===== src/fft_types_pkg.sv =====
package fft_types_pkg;

	// four complex lanes per block
	localparam int n_lanes = 4;

	// input and output samples
	localparam int sample_w = 18;
	// after the first add/subtract layer
	localparam int s1_w = 19;
	// after the second add/subtract layer
	localparam int s2_w = 20;

	typedef logic signed [sample_w-1:0] sample_t;
	typedef logic signed [s1_w-1:0] s1_t;
	typedef logic signed [s2_w-1:0] s2_t;

	typedef struct packed {
		sample_t re;
		sample_t im;
	} cplx_t;

	typedef struct packed {
		s1_t re;
		s1_t im;
	} cplx1_t;

	typedef struct packed {
		s2_t re;
		s2_t im;
	} cplx2_t;

	// one block of lanes at each width
	typedef cplx_t [n_lanes-1:0] blk_t;
	typedef cplx1_t [n_lanes-1:0] blk1_t;
	typedef cplx2_t [n_lanes-1:0] blk2_t;

endpackage


===== src/radix_ctrl_pkg.sv =====
package radix_ctrl_pkg;

	// zero is radix-2, one is radix-4
	typedef logic radix_sel_t;

	localparam radix_sel_t radix_2 = 1'b0;
	localparam radix_sel_t radix_4 = 1'b1;

	// headroom already present at the input
	typedef logic [1:0] margin_t;
	// right shift applied to a block
	typedef logic [1:0] growth_t;
	// block exponent
	typedef logic [3:0] exp_t;

	// worst-case bit growth of each radix
	localparam growth_t growth_r2 = 2'd2;
	localparam growth_t growth_r4 = 2'd3;

	// control that travels down the pipeline with each block
	typedef struct packed {
		logic valid;
		radix_sel_t radix;
		logic inverse;
		growth_t shift;
		exp_t exp_next;
	} pipe_ctrl_t;

endpackage


===== src/r24_input_stage.sv =====
`timescale 1ns/100ps

module r24_input_stage
	import fft_types_pkg::*;
	import radix_ctrl_pkg::*;
(
	input logic clk,
	input logic rst_n,
	input logic in_val_i,
	input blk_t din_i,
	input radix_sel_t radix_i,
	input logic inverse_i,
	input margin_t margin_i,
	input exp_t exp_i,
	output blk1_t s1_data_o,
	output pipe_ctrl_t s1_ctrl_o
);

	cplx_t pa_x;
	cplx_t pa_y;
	cplx_t pb_x;
	cplx_t pb_y;
	growth_t growth;
	growth_t shift;

	// butterfly order: (0,2),(1,3) for radix-4, (0,1),(2,3) for radix-2
	always_comb begin
		pa_x = din_i[0];
		pb_y = din_i[3];
		if (radix_i == radix_4) begin
			pa_y = din_i[2];
			pb_x = din_i[1];
		end else begin
			pa_y = din_i[1];
			pb_x = din_i[2];
		end
	end

	// worst case growth less the margin, never below zero
	assign growth = (radix_i == radix_4) ? growth_r4 : growth_r2;
	assign shift = (growth > margin_i) ? growth - margin_i : '0;

	// lane order is sum A, diff A, sum B, diff B
	always_ff @(posedge clk) begin
		s1_data_o[0].re <= s1_t'(pa_x.re) + s1_t'(pa_y.re);
		s1_data_o[0].im <= s1_t'(pa_x.im) + s1_t'(pa_y.im);
		s1_data_o[1].re <= s1_t'(pa_x.re) - s1_t'(pa_y.re);
		s1_data_o[1].im <= s1_t'(pa_x.im) - s1_t'(pa_y.im);
		s1_data_o[2].re <= s1_t'(pb_x.re) + s1_t'(pb_y.re);
		s1_data_o[2].im <= s1_t'(pb_x.im) + s1_t'(pb_y.im);
		s1_data_o[3].re <= s1_t'(pb_x.re) - s1_t'(pb_y.re);
		s1_data_o[3].im <= s1_t'(pb_x.im) - s1_t'(pb_y.im);
	end

	always_ff @(posedge clk) begin
		s1_ctrl_o.radix <= radix_i;
		s1_ctrl_o.inverse <= inverse_i;
		s1_ctrl_o.shift <= shift;
		// exponent wraps at four bits
		s1_ctrl_o.exp_next <= exp_i + exp_t'(shift);
		if (!rst_n) begin
			s1_ctrl_o.valid <= 1'b0;
		end else begin
			s1_ctrl_o.valid <= in_val_i;
		end
	end

endmodule


===== src/r24_combine_stage.sv =====
`timescale 1ns/100ps

module r24_combine_stage
	import fft_types_pkg::*;
	import radix_ctrl_pkg::*;
(
	input logic clk,
	input logic rst_n,
	input blk1_t s1_data_i,
	input pipe_ctrl_t s1_ctrl_i,
	output blk2_t s2_data_o,
	output pipe_ctrl_t s2_ctrl_o
);

	cplx2_t sa;
	cplx2_t da;
	cplx2_t sb;
	cplx2_t db;
	blk2_t s2_next;

	function automatic cplx2_t widen(input cplx1_t v);
		cplx2_t w;
		w.re = s2_t'(v.re);
		w.im = s2_t'(v.im);
		return w;
	endfunction

	assign sa = widen(s1_data_i[0]);
	assign da = widen(s1_data_i[1]);
	assign sb = widen(s1_data_i[2]);
	assign db = widen(s1_data_i[3]);

	always_comb begin
		if (s1_ctrl_i.radix == radix_4) begin
			s2_next[0].re = sa.re + sb.re;
			s2_next[0].im = sa.im + sb.im;
			s2_next[2].re = sa.re - sb.re;
			s2_next[2].im = sa.im - sb.im;
			if (!s1_ctrl_i.inverse) begin
				// X1 = dA - j*dB, X3 = dA + j*dB
				s2_next[1].re = da.re + db.im;
				s2_next[1].im = da.im - db.re;
				s2_next[3].re = da.re - db.im;
				s2_next[3].im = da.im + db.re;
			end else begin
				// inverse turns the other way
				s2_next[1].re = da.re - db.im;
				s2_next[1].im = da.im + db.re;
				s2_next[3].re = da.re + db.im;
				s2_next[3].im = da.im - db.re;
			end
		end else begin
			// two-point results are already in natural order
			s2_next[0] = sa;
			s2_next[1] = da;
			s2_next[2] = sb;
			s2_next[3] = db;
		end
	end

	always_ff @(posedge clk) begin
		s2_data_o <= s2_next;
	end

	always_ff @(posedge clk) begin
		s2_ctrl_o.radix <= s1_ctrl_i.radix;
		s2_ctrl_o.inverse <= s1_ctrl_i.inverse;
		s2_ctrl_o.shift <= s1_ctrl_i.shift;
		s2_ctrl_o.exp_next <= s1_ctrl_i.exp_next;
		if (!rst_n) begin
			s2_ctrl_o.valid <= 1'b0;
		end else begin
			s2_ctrl_o.valid <= s1_ctrl_i.valid;
		end
	end

endmodule


===== src/round_shift_lane.sv =====
`timescale 1ns/100ps

module round_shift_lane
	import fft_types_pkg::*;
	import radix_ctrl_pkg::*;
(
	input logic clk,
	input cplx2_t lane_i,
	input growth_t shift_i,
	output cplx_t lane_o
);

	// shift right, add the last bit shifted out, wrap to sample width
	function automatic sample_t round_shift(input s2_t v, input growth_t sh);
		s2_t pre;
		s2_t shifted;
		s2_t sum;
		logic rnd;
		if (sh == '0) begin
			shifted = v;
			rnd = 1'b0;
		end else begin
			// stop one bit short to catch the rounding bit
			pre = v >>> (sh - 2'd1);
			rnd = pre[0];
			shifted = pre >>> 1;
		end
		sum = shifted + s2_t'(rnd);
		return sample_t'(sum[sample_w-1:0]);
	endfunction

	always_ff @(posedge clk) begin
		lane_o.re <= round_shift(lane_i.re, shift_i);
		lane_o.im <= round_shift(lane_i.im, shift_i);
	end

endmodule


===== src/block_float_out.sv =====
`timescale 1ns/100ps

module block_float_out
	import radix_ctrl_pkg::*;
(
	input logic clk,
	input logic rst_n,
	input pipe_ctrl_t s2_ctrl_i,
	output logic out_val_o,
	output exp_t exp_o
);

	// valid lines up with the lane registers
	always_ff @(posedge clk) begin
		if (!rst_n) begin
			out_val_o <= 1'b0;
		end else begin
			out_val_o <= s2_ctrl_i.valid;
		end
	end

	// exponent only moves when a block completes
	always_ff @(posedge clk) begin
		if (!rst_n) begin
			exp_o <= '0;
		end else if (s2_ctrl_i.valid) begin
			exp_o <= s2_ctrl_i.exp_next;
		end
	end

endmodule


===== src/r24_butterfly.sv =====
`timescale 1ns/100ps

module r24_butterfly
	import fft_types_pkg::*;
	import radix_ctrl_pkg::*;
(
	input logic clk,
	input logic rst_n,
	input logic in_val_i,
	input blk_t din_i,
	input radix_sel_t radix_i,
	input logic inverse_i,
	input margin_t margin_i,
	input exp_t exp_i,
	output logic out_val_o,
	output wire blk_t dout_o,
	output exp_t exp_o
);

	blk1_t s1_data;
	pipe_ctrl_t s1_ctrl;
	blk2_t s2_data;
	pipe_ctrl_t s2_ctrl;

	// first layer and block scaling
	r24_input_stage u_input_stage (
		.clk(clk),
		.rst_n(rst_n),
		.in_val_i(in_val_i),
		.din_i(din_i),
		.radix_i(radix_i),
		.inverse_i(inverse_i),
		.margin_i(margin_i),
		.exp_i(exp_i),
		.s1_data_o(s1_data),
		.s1_ctrl_o(s1_ctrl)
	);

	// second layer
	r24_combine_stage u_combine_stage (
		.clk(clk),
		.rst_n(rst_n),
		.s1_data_i(s1_data),
		.s1_ctrl_i(s1_ctrl),
		.s2_data_o(s2_data),
		.s2_ctrl_o(s2_ctrl)
	);

	// one scaler per lane, all sharing the block shift
	for (genvar i = 0; i < n_lanes; i++) begin : g_lane
		round_shift_lane u_lane (
			.clk(clk),
			.lane_i(s2_data[i]),
			.shift_i(s2_ctrl.shift),
			.lane_o(dout_o[i])
		);
	end

	block_float_out u_block_float_out (
		.clk(clk),
		.rst_n(rst_n),
		.s2_ctrl_i(s2_ctrl),
		.out_val_o(out_val_o),
		.exp_o(exp_o)
	);

endmodule


===== config.mk =====
export PLATFORM = sky130hd
export DESIGN_NAME = r24_butterfly
export DESIGN_NICKNAME = d
export VERILOG_FILES = /design/src/fft_types_pkg.sv /design/src/radix_ctrl_pkg.sv /design/src/r24_input_stage.sv /design/src/r24_combine_stage.sv /design/src/round_shift_lane.sv /design/src/block_float_out.sv /design/src/r24_butterfly.sv
export SDC_FILE = /design/constraint.sdc
export NUM_CORES = 1
export LEC_CHECK = 0
export BUFFER_PORTS_ARGS = -buffer_cell sky130_fd_sc_hd__buf_2
export CORE_AREA = 2 2 250 375
export CTS_CLUSTER_SIZE = 10
export DETAILED_ROUTE_END_ITERATION = 10
export DIE_AREA = 0 0 252 377
export PLACE_DENSITY = 0.62
export SYNTH_ARGS = -nofsm -noshare
export SYNTH_HDL_FRONTEND = slang
export SYNTH_SLANG_ARGS = --single-unit

===== constraint.sdc =====
create_clock -name clk -period 6.55 [get_ports clk]
set_input_delay 0.3275 -clock clk [delete_from_list [all_inputs] [get_ports clk]]
set_output_delay 0.3275 -clock clk [all_outputs]
set_load 0.005 [all_outputs]

Word-level counts from Yosys, hierarchy flattened. Cells that the tools add are included.

Bits in registers: 477. Input bits: 155. Word-level logic and storage cells: 94.

Order comparisons: 1. Reduce and logical (&&, ||, !) cells: 1. $add $sub $neg: 27. Shift operators: 8. Multiplexer cells: 23.

Operator list (count): 160-bit 2-to-1 mux (1); 20-bit by 2-bit >>> shifter with 19-bit output (8); 18-bit by 2-bit adder with 18-bit output (8); 18-bit 2-to-1 mux (8); 19-bit by 19-bit adder with 20-bit output (4); 40-bit 2-to-1 mux (2); 19-bit by 19-bit subtractor with 20-bit output (4); 18-bit by 18-bit adder with 19-bit output (4); 18-bit by 18-bit subtractor with 19-bit output (4); 36-bit 2-to-1 mux (2); 1-bit 2-to-1 mux (9); 4-bit by 2-bit adder with 4-bit output (1); 2-bit greater-than comparator (1); 2-bit logical NOT (1); 2-bit 2-to-1 mux (1); 2-bit by 1-bit subtractor with 2-bit output, second input constant (1); 2-bit subtractor (1).

Depth between registers and ports, before layout. Gate-level depths: netlist (run 1).

Depth after elaboration: 4. Gate-level depth with buffers: 30.

Modules after synthesis. Synthesis (run 1) repeated with hierarchy kept, for this count alone.

Cell total of the unflattened synthesis: 4467. Area total of the unflattened synthesis: 36942.9 sq um.

Modules (own cells, without submodules): r24_combine_stage (cells an instance 1734, instances 1, area each 13573.0 sq um); round_shift_lane (cells an instance 357, instances 4, area each 2970.3 sq um); r24_input_stage (cells an instance 1290, instances 1, area each 11304.6 sq um); block_float_out (cells an instance 15, instances 1, area each 183.9 sq um).

Least setup slack after synthesis (run 1). OpenSTA, ideal clock, no wires.

Path kind: reg2reg. From: register u_combine_stage.s2_ctrl_o[4] (netlist bit). To: register g_lane[0].u_lane.lane_o[14] (netlist bit). Arrival: 5.046 ns. Cell stages (with the launch flop): 31. Setup slack: 1.429 ns. Path buffers: 16. Cell sequence: dfxtp_1 -> buf_6 -> buf_12 -> buf_12 -> buf_6 -> buf_8 -> buf_6 -> buf_2 -> buf_2 -> inv_1 -> ha_1 -> buf_6 -> buf_12 -> buf_6 -> buf_4 -> buf_2 -> buf_2 -> buf_2 -> buf_2 -> mux4_2 -> nand2_1 -> nand2_1 -> ha_1 -> ha_1 -> inv_1 -> a221oi_2 -> nand2_1 -> nor2_2 -> nand3_1 -> xor2_1 -> o22ai_1.

Cells in the longest elaborated chain, start to end: 4. Elaborated cells between the ends (all ways): 6. Those cells by class: add/sub (2); shift (1); mux (2); reduce/logical (1).

Ends and longest elaborated chain: start, declared (RTL line r24_combine_stage.sv:12) `output pipe_ctrl_t s2_ctrl_o`; 2-bit by 1-bit subtractor with 2-bit output (RTL line round_shift_lane.sv:24) `pre = v >>> (sh - 2'd1);`; 20-bit by 2-bit >>> shifter with 19-bit output (RTL line round_shift_lane.sv:24); 18-bit 2-to-1 mux / 1-bit 2-to-1 mux (equally long branches) (RTL line round_shift_lane.sv:19) `if (sh == '0) begin`; 18-bit by 2-bit adder with 18-bit output * (RTL line round_shift_lane.sv:28) `sum = shifted + s2_t'(rnd);`; end, declared (RTL line round_shift_lane.sv:10) `output cplx_t lane_o`.

Every way passes the cells marked *; elsewhere a longest branch is shown, timed or not. A chain may end at the register's enable or synchronous reset.

Final worst setup path (run 1).
From: register u_combine_stage.s2_ctrl_o[4] (netlist bit). To: register g_lane[1].u_lane.lane_o[27] (netlist bit).

Cells in the longest elaborated chain, start to end: 4. Elaborated cells between the ends (all ways): 6. Those cells by class: add/sub (2); shift (1); mux (2); reduce/logical (1).

Ends and longest elaborated chain (RTL line): 2-bit by 1-bit subtractor with 2-bit output (round_shift_lane.sv:24); 20-bit by 2-bit >>> shifter with 19-bit output (round_shift_lane.sv:24); 18-bit 2-to-1 mux / 1-bit 2-to-1 mux (equally long branches) (round_shift_lane.sv:19); 18-bit by 2-bit adder with 18-bit output * (round_shift_lane.sv:28); end, declared (round_shift_lane.sv:10).

Marks and branches as above.

==> run summary, run 1 <==
Status: complete, no violations
DR vias/cell: 5.48
WL final: 107000 um
Die width: 252 um
Clk slew on worst S/H paths: 60 ps
Critical Path RT: 7040 ps
Most frequent CP cell: nand2_1
PwrDens: 427 mW/mm^2
CP peak stage delay: 810 ps
Port Buffer Count: 303
Ranking of synthesized cells by area: dfxtp_1 26%, ha_1 12%, mux2i_1 5.8%, xnor2_1 5.5%, a21oi_1 4.0%
Antenna cell count: 0
Die area: 0.0950 mm^2
Setup TNS: 0 ps
Ys flop type: dfxtp_1
Area grow syn2layout: 10.1%
Synth area leader: dfxtp_1
WHS Path Cells: 3
Netlist cell types: 107
Vias in the first global route: 29300
R2R cell count: 13
Total track usage: 21.8%
Die Ht: 377 um
Delay-heaviest family, CP: simple AND/OR/NAND/NOR gates
CTS tree: built
Fraction of layout cells with a size suffix above 1: 13.3%
Tot Pwr: 17.1 mW
Arr. time, crit path: 4980 ps
Ys async rst share: 0%
Most numerous cell in the Yosys netlist: dfxtp_1
Pin count of the biggest net entering global routing: 134
Worst-path fanout max: 62
Levels on crit path: 13
Syn Area/Cell: 8.57 um^2
Cell area after synthesis: 0.0363 mm^2
Routed WL per cell: 19.0 um
Filler Cell Count: 9050
Dpl ws: 2030 ps
Crit-path cells: inv_1 > ha_4 > buf_4 > mux4_2 > nand2_1 > nand2_1 > ha_1 > o21ai_1 > or3_1 > nor2b_1 > nand2_1 > xor2_1 > mux2i_1
Total of max-cap violations: 0
Synth Register Bits: 473
Initial antenna violation count: 5
Final global-route overflow total: 0
Top cells by count, synth: 473 x dfxtp_1, 341 x ha_1, 334 x inv_1, 325 x nor2_1, 318 x nand2_1
Clock H-tree levels: 2
Maximum clock frequency: 223 MHz
Setup WS post-layout: 2060 ps
Final Hold Vio Count: 0
CTS buffer count: 55
Total leakage power: 17.6 nW
Final-report max-slew violation count: 0
GPL Wtd Cong: 0.961
HP Class: in2reg
CP Buf/Inv Count: 2
Post-synth EDFFs: 0
Layout Nets: 4936
Row cnt: 136
Hpwl dp: 86900 um
Cells after synthesis: 4238
Tcrit/Tclk final: 68.5%
Core Footprint: 0.0915 mm^2
Yosys warnings: 0
Via count: 30800
Crit path kind: reg2reg
Design area: 0.0400 mm^2
Clk buf depth: 3
Residual DRC: 0
Syn_nets: 4751
Sequential element share of the synthesized area: 26.1%
Yosys top cell area share: 26.1%
First-pass GRT wire length: 165000 um
Peak supply drop: 0.000235 V
Rel. slew slack: 35.5%
DR pass1 iterations: 6
Skew final: 33.9 ps
Clock latency on the worst-skew pair: 630 ps
Final setup vio count: 0
RSZ-0062 raised after global routing: false
CP Capture Type: register
Min Tclk post-route: 4490 ps
CTS root buffer: clkbuf_16
Clock sinks: 473
Initial Util: 39.7%
IO Count: 304
Post-DRT Antenna Nets: 0
Starting DRC count in detailed routing: 1842
Critical path startpoint category: register
Slowest cell on the critical path: dfxtp_4
Placed Area: 0.0384 mm^2
Worst slew pin tran: 968 ps
==> worst min-delay path: stages <==
cell   delay, ps
buf_2        120
fa_1         160
inv_1         30
==> logic make-up (layout without fill, tap and decap cells) <==
family                     count (synthesis)  in the layout  share of synthesized area (%)
muxes                                    369            369                           13.3
and+or+nand+nor                         1201           1201                           16.0
xor gates and xnor gates                 343            343                           8.27
buffers and inverters                    536            737                           6.48
adders and majority gates                358            358                           12.7
AOI/OAI and AO/OA                        958            958                           17.2
DFF                                      473            473                           26.1
==> flip-flops by register name, indices dropped and copies added (netlist names) <==
register,count
u_combine_stage.s2_data_o,160
u_input_stage.s1_data_o,148
u_block_float_out.out_val_o,1
u_combine_stage.s2_ctrl_o,7
u_block_float_out.exp_o,4
u_input_stage.s1_ctrl_o,9
g_lane.u_lane.lane_o,144
==> area by class of cell <==
class	count	area, um^2	area share (%)
inverter	336	1260	3.16
clock inverter	7	95.1	0.238
sequential	473	9480	23.7
multi-input combinational	3229	24500	61.3
clock buffer	66	1450	3.62
tap	1173	1470	3.67
timing repair buffer	328	1740	4.36
==> cells in the final DEF, fill, tap and decap left out, types with 40 or more instances in the layout <==
cell type and count:
mux2i_1 209, inv_1 331, mux2_2 86, buf_2 302, nand2b_1 40, xor2_1 114
nor2_1 325, a21oi_1 293, a31oi_1 49, ha_1 340, nor3_1 95, a211oi_1 57
nand2_1 318, clkbuf_16 55, xnor2_1 229, dfxtp_1 470, o21bai_1 47, mux4_2 46
nand3_1 110, o21ai_0 186, nor2b_1 83
==> timing repair <==
item                                   CTS  global route
buffers inserted                         0             0
gates resized for setup                  0             0
hold buffers                            10             0
endpoints found under the hold margin   13             0
==> routing by layer <==
metal / share of wire (%) / GRT usage [%] / vias to the layer above
li1: - / - / 15300
met1: 46 / 29.2 / 14500
met2: 45 / 35.7 / 801
met3: 4.9 / 2.48 / 169
met4: 4.2 / 8.79 / 6
met5: 0.037 / 0 / -
==> worst paths after layout <==
check | startpoint | endpoint | slack (ps)
hold / removal | din_i[109] | u_input_stage.s1_data_o[115] | 80
setup reg to reg | u_combine_stage.s2_ctrl_o[4] | g_lane[1].u_lane.lane_o[27] | 2060
hold reg to reg | u_input_stage.s1_ctrl_o[2] | u_combine_stage.s2_ctrl_o[2] | 320
setup / recovery | u_combine_stage.s2_ctrl_o[4] | g_lane[1].u_lane.lane_o[27] | 2060
==> through the flow <==
stage	hold slack [ps]	cells	util (%)
finish	79.6	5612	43.7
global route	63.7	5612	43.7
CTS	12.7	5612	43.7
detailed placement	314	5529	41.9
global placement	311	5529	41.9
floorplan	310	4238	-
==> power by group <==
group | switching (mW) | internal (mW)
logic | 5.03 | 3.95
clock network | 1.18 | 1.57
registers | 1.25 | 4.11
No activity file was read; power rests on OpenSTA's default activity.
==> inputs of run 2 (changes only) <==
clock period = 4.3 ns   (was 6.55 ns; I/O delays follow)
==> run 2 against run 1 <==
Against the previous run:
- global-route usage is 0.079 points higher
- via count is 0.89% higher
- largest cell class unchanged
- sequential cell count stayed put
- final area is 0.77% higher
- largest power group unchanged
- highest routed layer unchanged
- count of clock-buffer cells in the layout is 3 lower
- sequential share of layout area is 0.18 points lower
==> run summary, run 2 (synthesized netlist as in run 1, its figures left out) <==
Worst slew pin tran: 974 ps
Register area: 0.00948 mm^2
Worst Hold Slack: 38.0 ps
Total leakage power: 17.8 nW
Largest regs: u_combine_stage.s2_data_o x160, u_input_stage.s1_data_o x148, g_lane.u_lane.lane_o x144
Total track usage: 21.9%
HP Class: in2reg
Clk buf depth: 3
Total of max-cap violations: 0
Die width: 252 um
Initial Util: 39.7%
Critical Path RT: 4790 ps
CP Capture Type: register
Row cnt: 136
Slowest cell on the critical path: dlygate4sd3_1
Most frequent CP cell: buf_4
CTS root buffer: clkbuf_16
Crit-path cells: dlygate4sd3_1 > buf_4 > buf_4 > mux2_2 > ha_1 > a21boi_0 > o21ai_0 > a21oi_1 > a41oi_1 > o31ai_1 > a31oi_1
Routed WL per cell: 19.1 um
Skew final: 25.8 ps
# placed instances: 5540
CP Buf/Inv Count: 3
Die area: 0.0950 mm^2
Switching pwr: 11.4 mW
IO Count: 304
Area grow syn2layout: 11.0%
Placed Area: 0.0386 mm^2
Vias in the first global route: 29400
CTS tree: built
Internal: 14.7 mW
Sw Share: 43.7%
Clk slew on worst S/H paths: 60 ps
Delay-heaviest family, CP: compound AO/OA/AOI/OAI gates
RSZ-0062 raised after global routing: false
Peak supply drop: 0.000343 V
Maximum clock frequency: 284 MHz
Final std cells w/o fill: 5635
Comb power frac: 53.0%
Port Buffer Count: 303
R2R Setup Slk: 850 ps
Tot Pwr: 26.1 mW
Sequential power share: 30.9%
CP peak stage delay: 530 ps
Design area: 0.0403 mm^2
Util after Layout: 44.0%
Clock sinks: 473
Final global-route overflow total: 0
Biggest register: u_combine_stage.s2_data_o
Status: complete, no violations
Critical path startpoint category: primary input
Clock latency on the worst-skew pair: 650 ps
DR pass1 iterations: 5
Arr. time, crit path: 4000 ps
Residual DRC: 0
DR vias/cell: 5.51
Min Tclk post-route: 3520 ps
Pin count of the biggest net entering global routing: 171
Final-report max-slew violation count: 0
Filler Cell Count: 9058
Worst-path fanout max: 28
PwrDens: 647 mW/mm^2
Layout Nets: 4956
Final Hold Vio Count: 0
Area taken by multi-input logic gates: 0.0246 mm^2
Rel. slew slack: 35.0%
Tcrit/Tclk final: 81.8%
Final setup vio count: 0
Hpwl dp: 86400 um
Post-DRT Antenna Nets: 0
Fraction of layout cells with a size suffix above 1: 13.8%
Starting DRC count in detailed routing: 1848
GPL Wtd Cong: 0.916
Most common cell after layout, fill and taps aside: dfxtp_1
WL final: 108000 um
Via count: 31000
Die Ht: 377 um
Number of gates resized after CTS: 0
Core Footprint: 0.0915 mm^2
CTS buffer count: 55
Most frequent cells in the layout: 470 x dfxtp_1, 335 x ha_1, 329 x inv_1, 324 x nor2_1, 317 x nand2_1
Clock power share: 16.1%
Crit path kind: in2reg
First-pass GRT wire length: 165000 um
Largest register FFs: 160
Initial antenna violation count: 18
Clock H-tree levels: 2
==> run 2: changes by cell type in the layout (fill, tap and decap cells not counted), sizes merged <==
cell / before / now
buf: 318 / 329
bufinv: 1 / 0
clkbuf: 66 / 63
clkinv: 4 / 7
clkinvlp: 1 / 0
diode: 0 / 5
dlygate4sd3: 10 / 19
==> run 2: final timing paths <==
check,startpoint,to,cells after the start
worst max-delay path,radix_i,u_input_stage.s1_data_o[151],11
worst min-delay path,din_i[138],u_input_stage.s1_data_o[107],4
worst max register to register,u_input_stage.s1_data_o[0],u_combine_stage.s2_data_o[98],12
worst min register to register,u_input_stage.s1_ctrl_o[3],u_combine_stage.s2_ctrl_o[3],0
==> run 2: layout make-up <==
cell class | instances | area share, %
clock inverter | 8 | 0.270
timing repair buffer | 348 | 4.85
clock buffer | 63 | 3.54
tap | 1173 | 3.64
multi-input combinational | 3229 | 61.0
sequential | 473 | 23.5
inverter | 336 | 3.14
antenna | 5 | 0.0310
==> run 2: worst min-delay path: stages <==
cell     delay, ps
buf_2          110
inv_1           70
ha_1           160
xnor2_1         70
==> run 2: metal layers <==
metal	vias to the layer above	wire length, um	track usage (%)
li1	15300	-	-
met1	14700	48900	29.3
met2	867	48900	35.9
met3	170	6220	3.40
met4	26	3350	7.16
met5	-	167	0
==> run 2: power groups by stage <==
stage / combinational, mW / sequential, mW / clock [mW]
2_1_floorplan: 10.2 / 7.39 / 0
3_3_place_gp: 13.6 / 8.10 / 0
3_5_place_dp: 13.6 / 8.14 / 0
4_1_cts: 13.7 / 8.04 / 4.32
5_1_grt: 15.3 / 8.26 / 4.48
6_report: 13.8 / 8.05 / 4.20
==> run 2: repair_timing <==
item	in CTS	in global routing
endpoints found under the setup margin	0	0
hold endpoints to repair	21	0
setup buffers	0	0
hold buffers	19	0
==> run 2: stage by stage <==
stage / TNS [ps] / setup slack, ps
floorplan: -40.4 / -23.3
global placement: 0 / 670
detailed placement: 0 / 664
CTS: 0 / 782
global route: 0 / 496
finish: 0 / 784
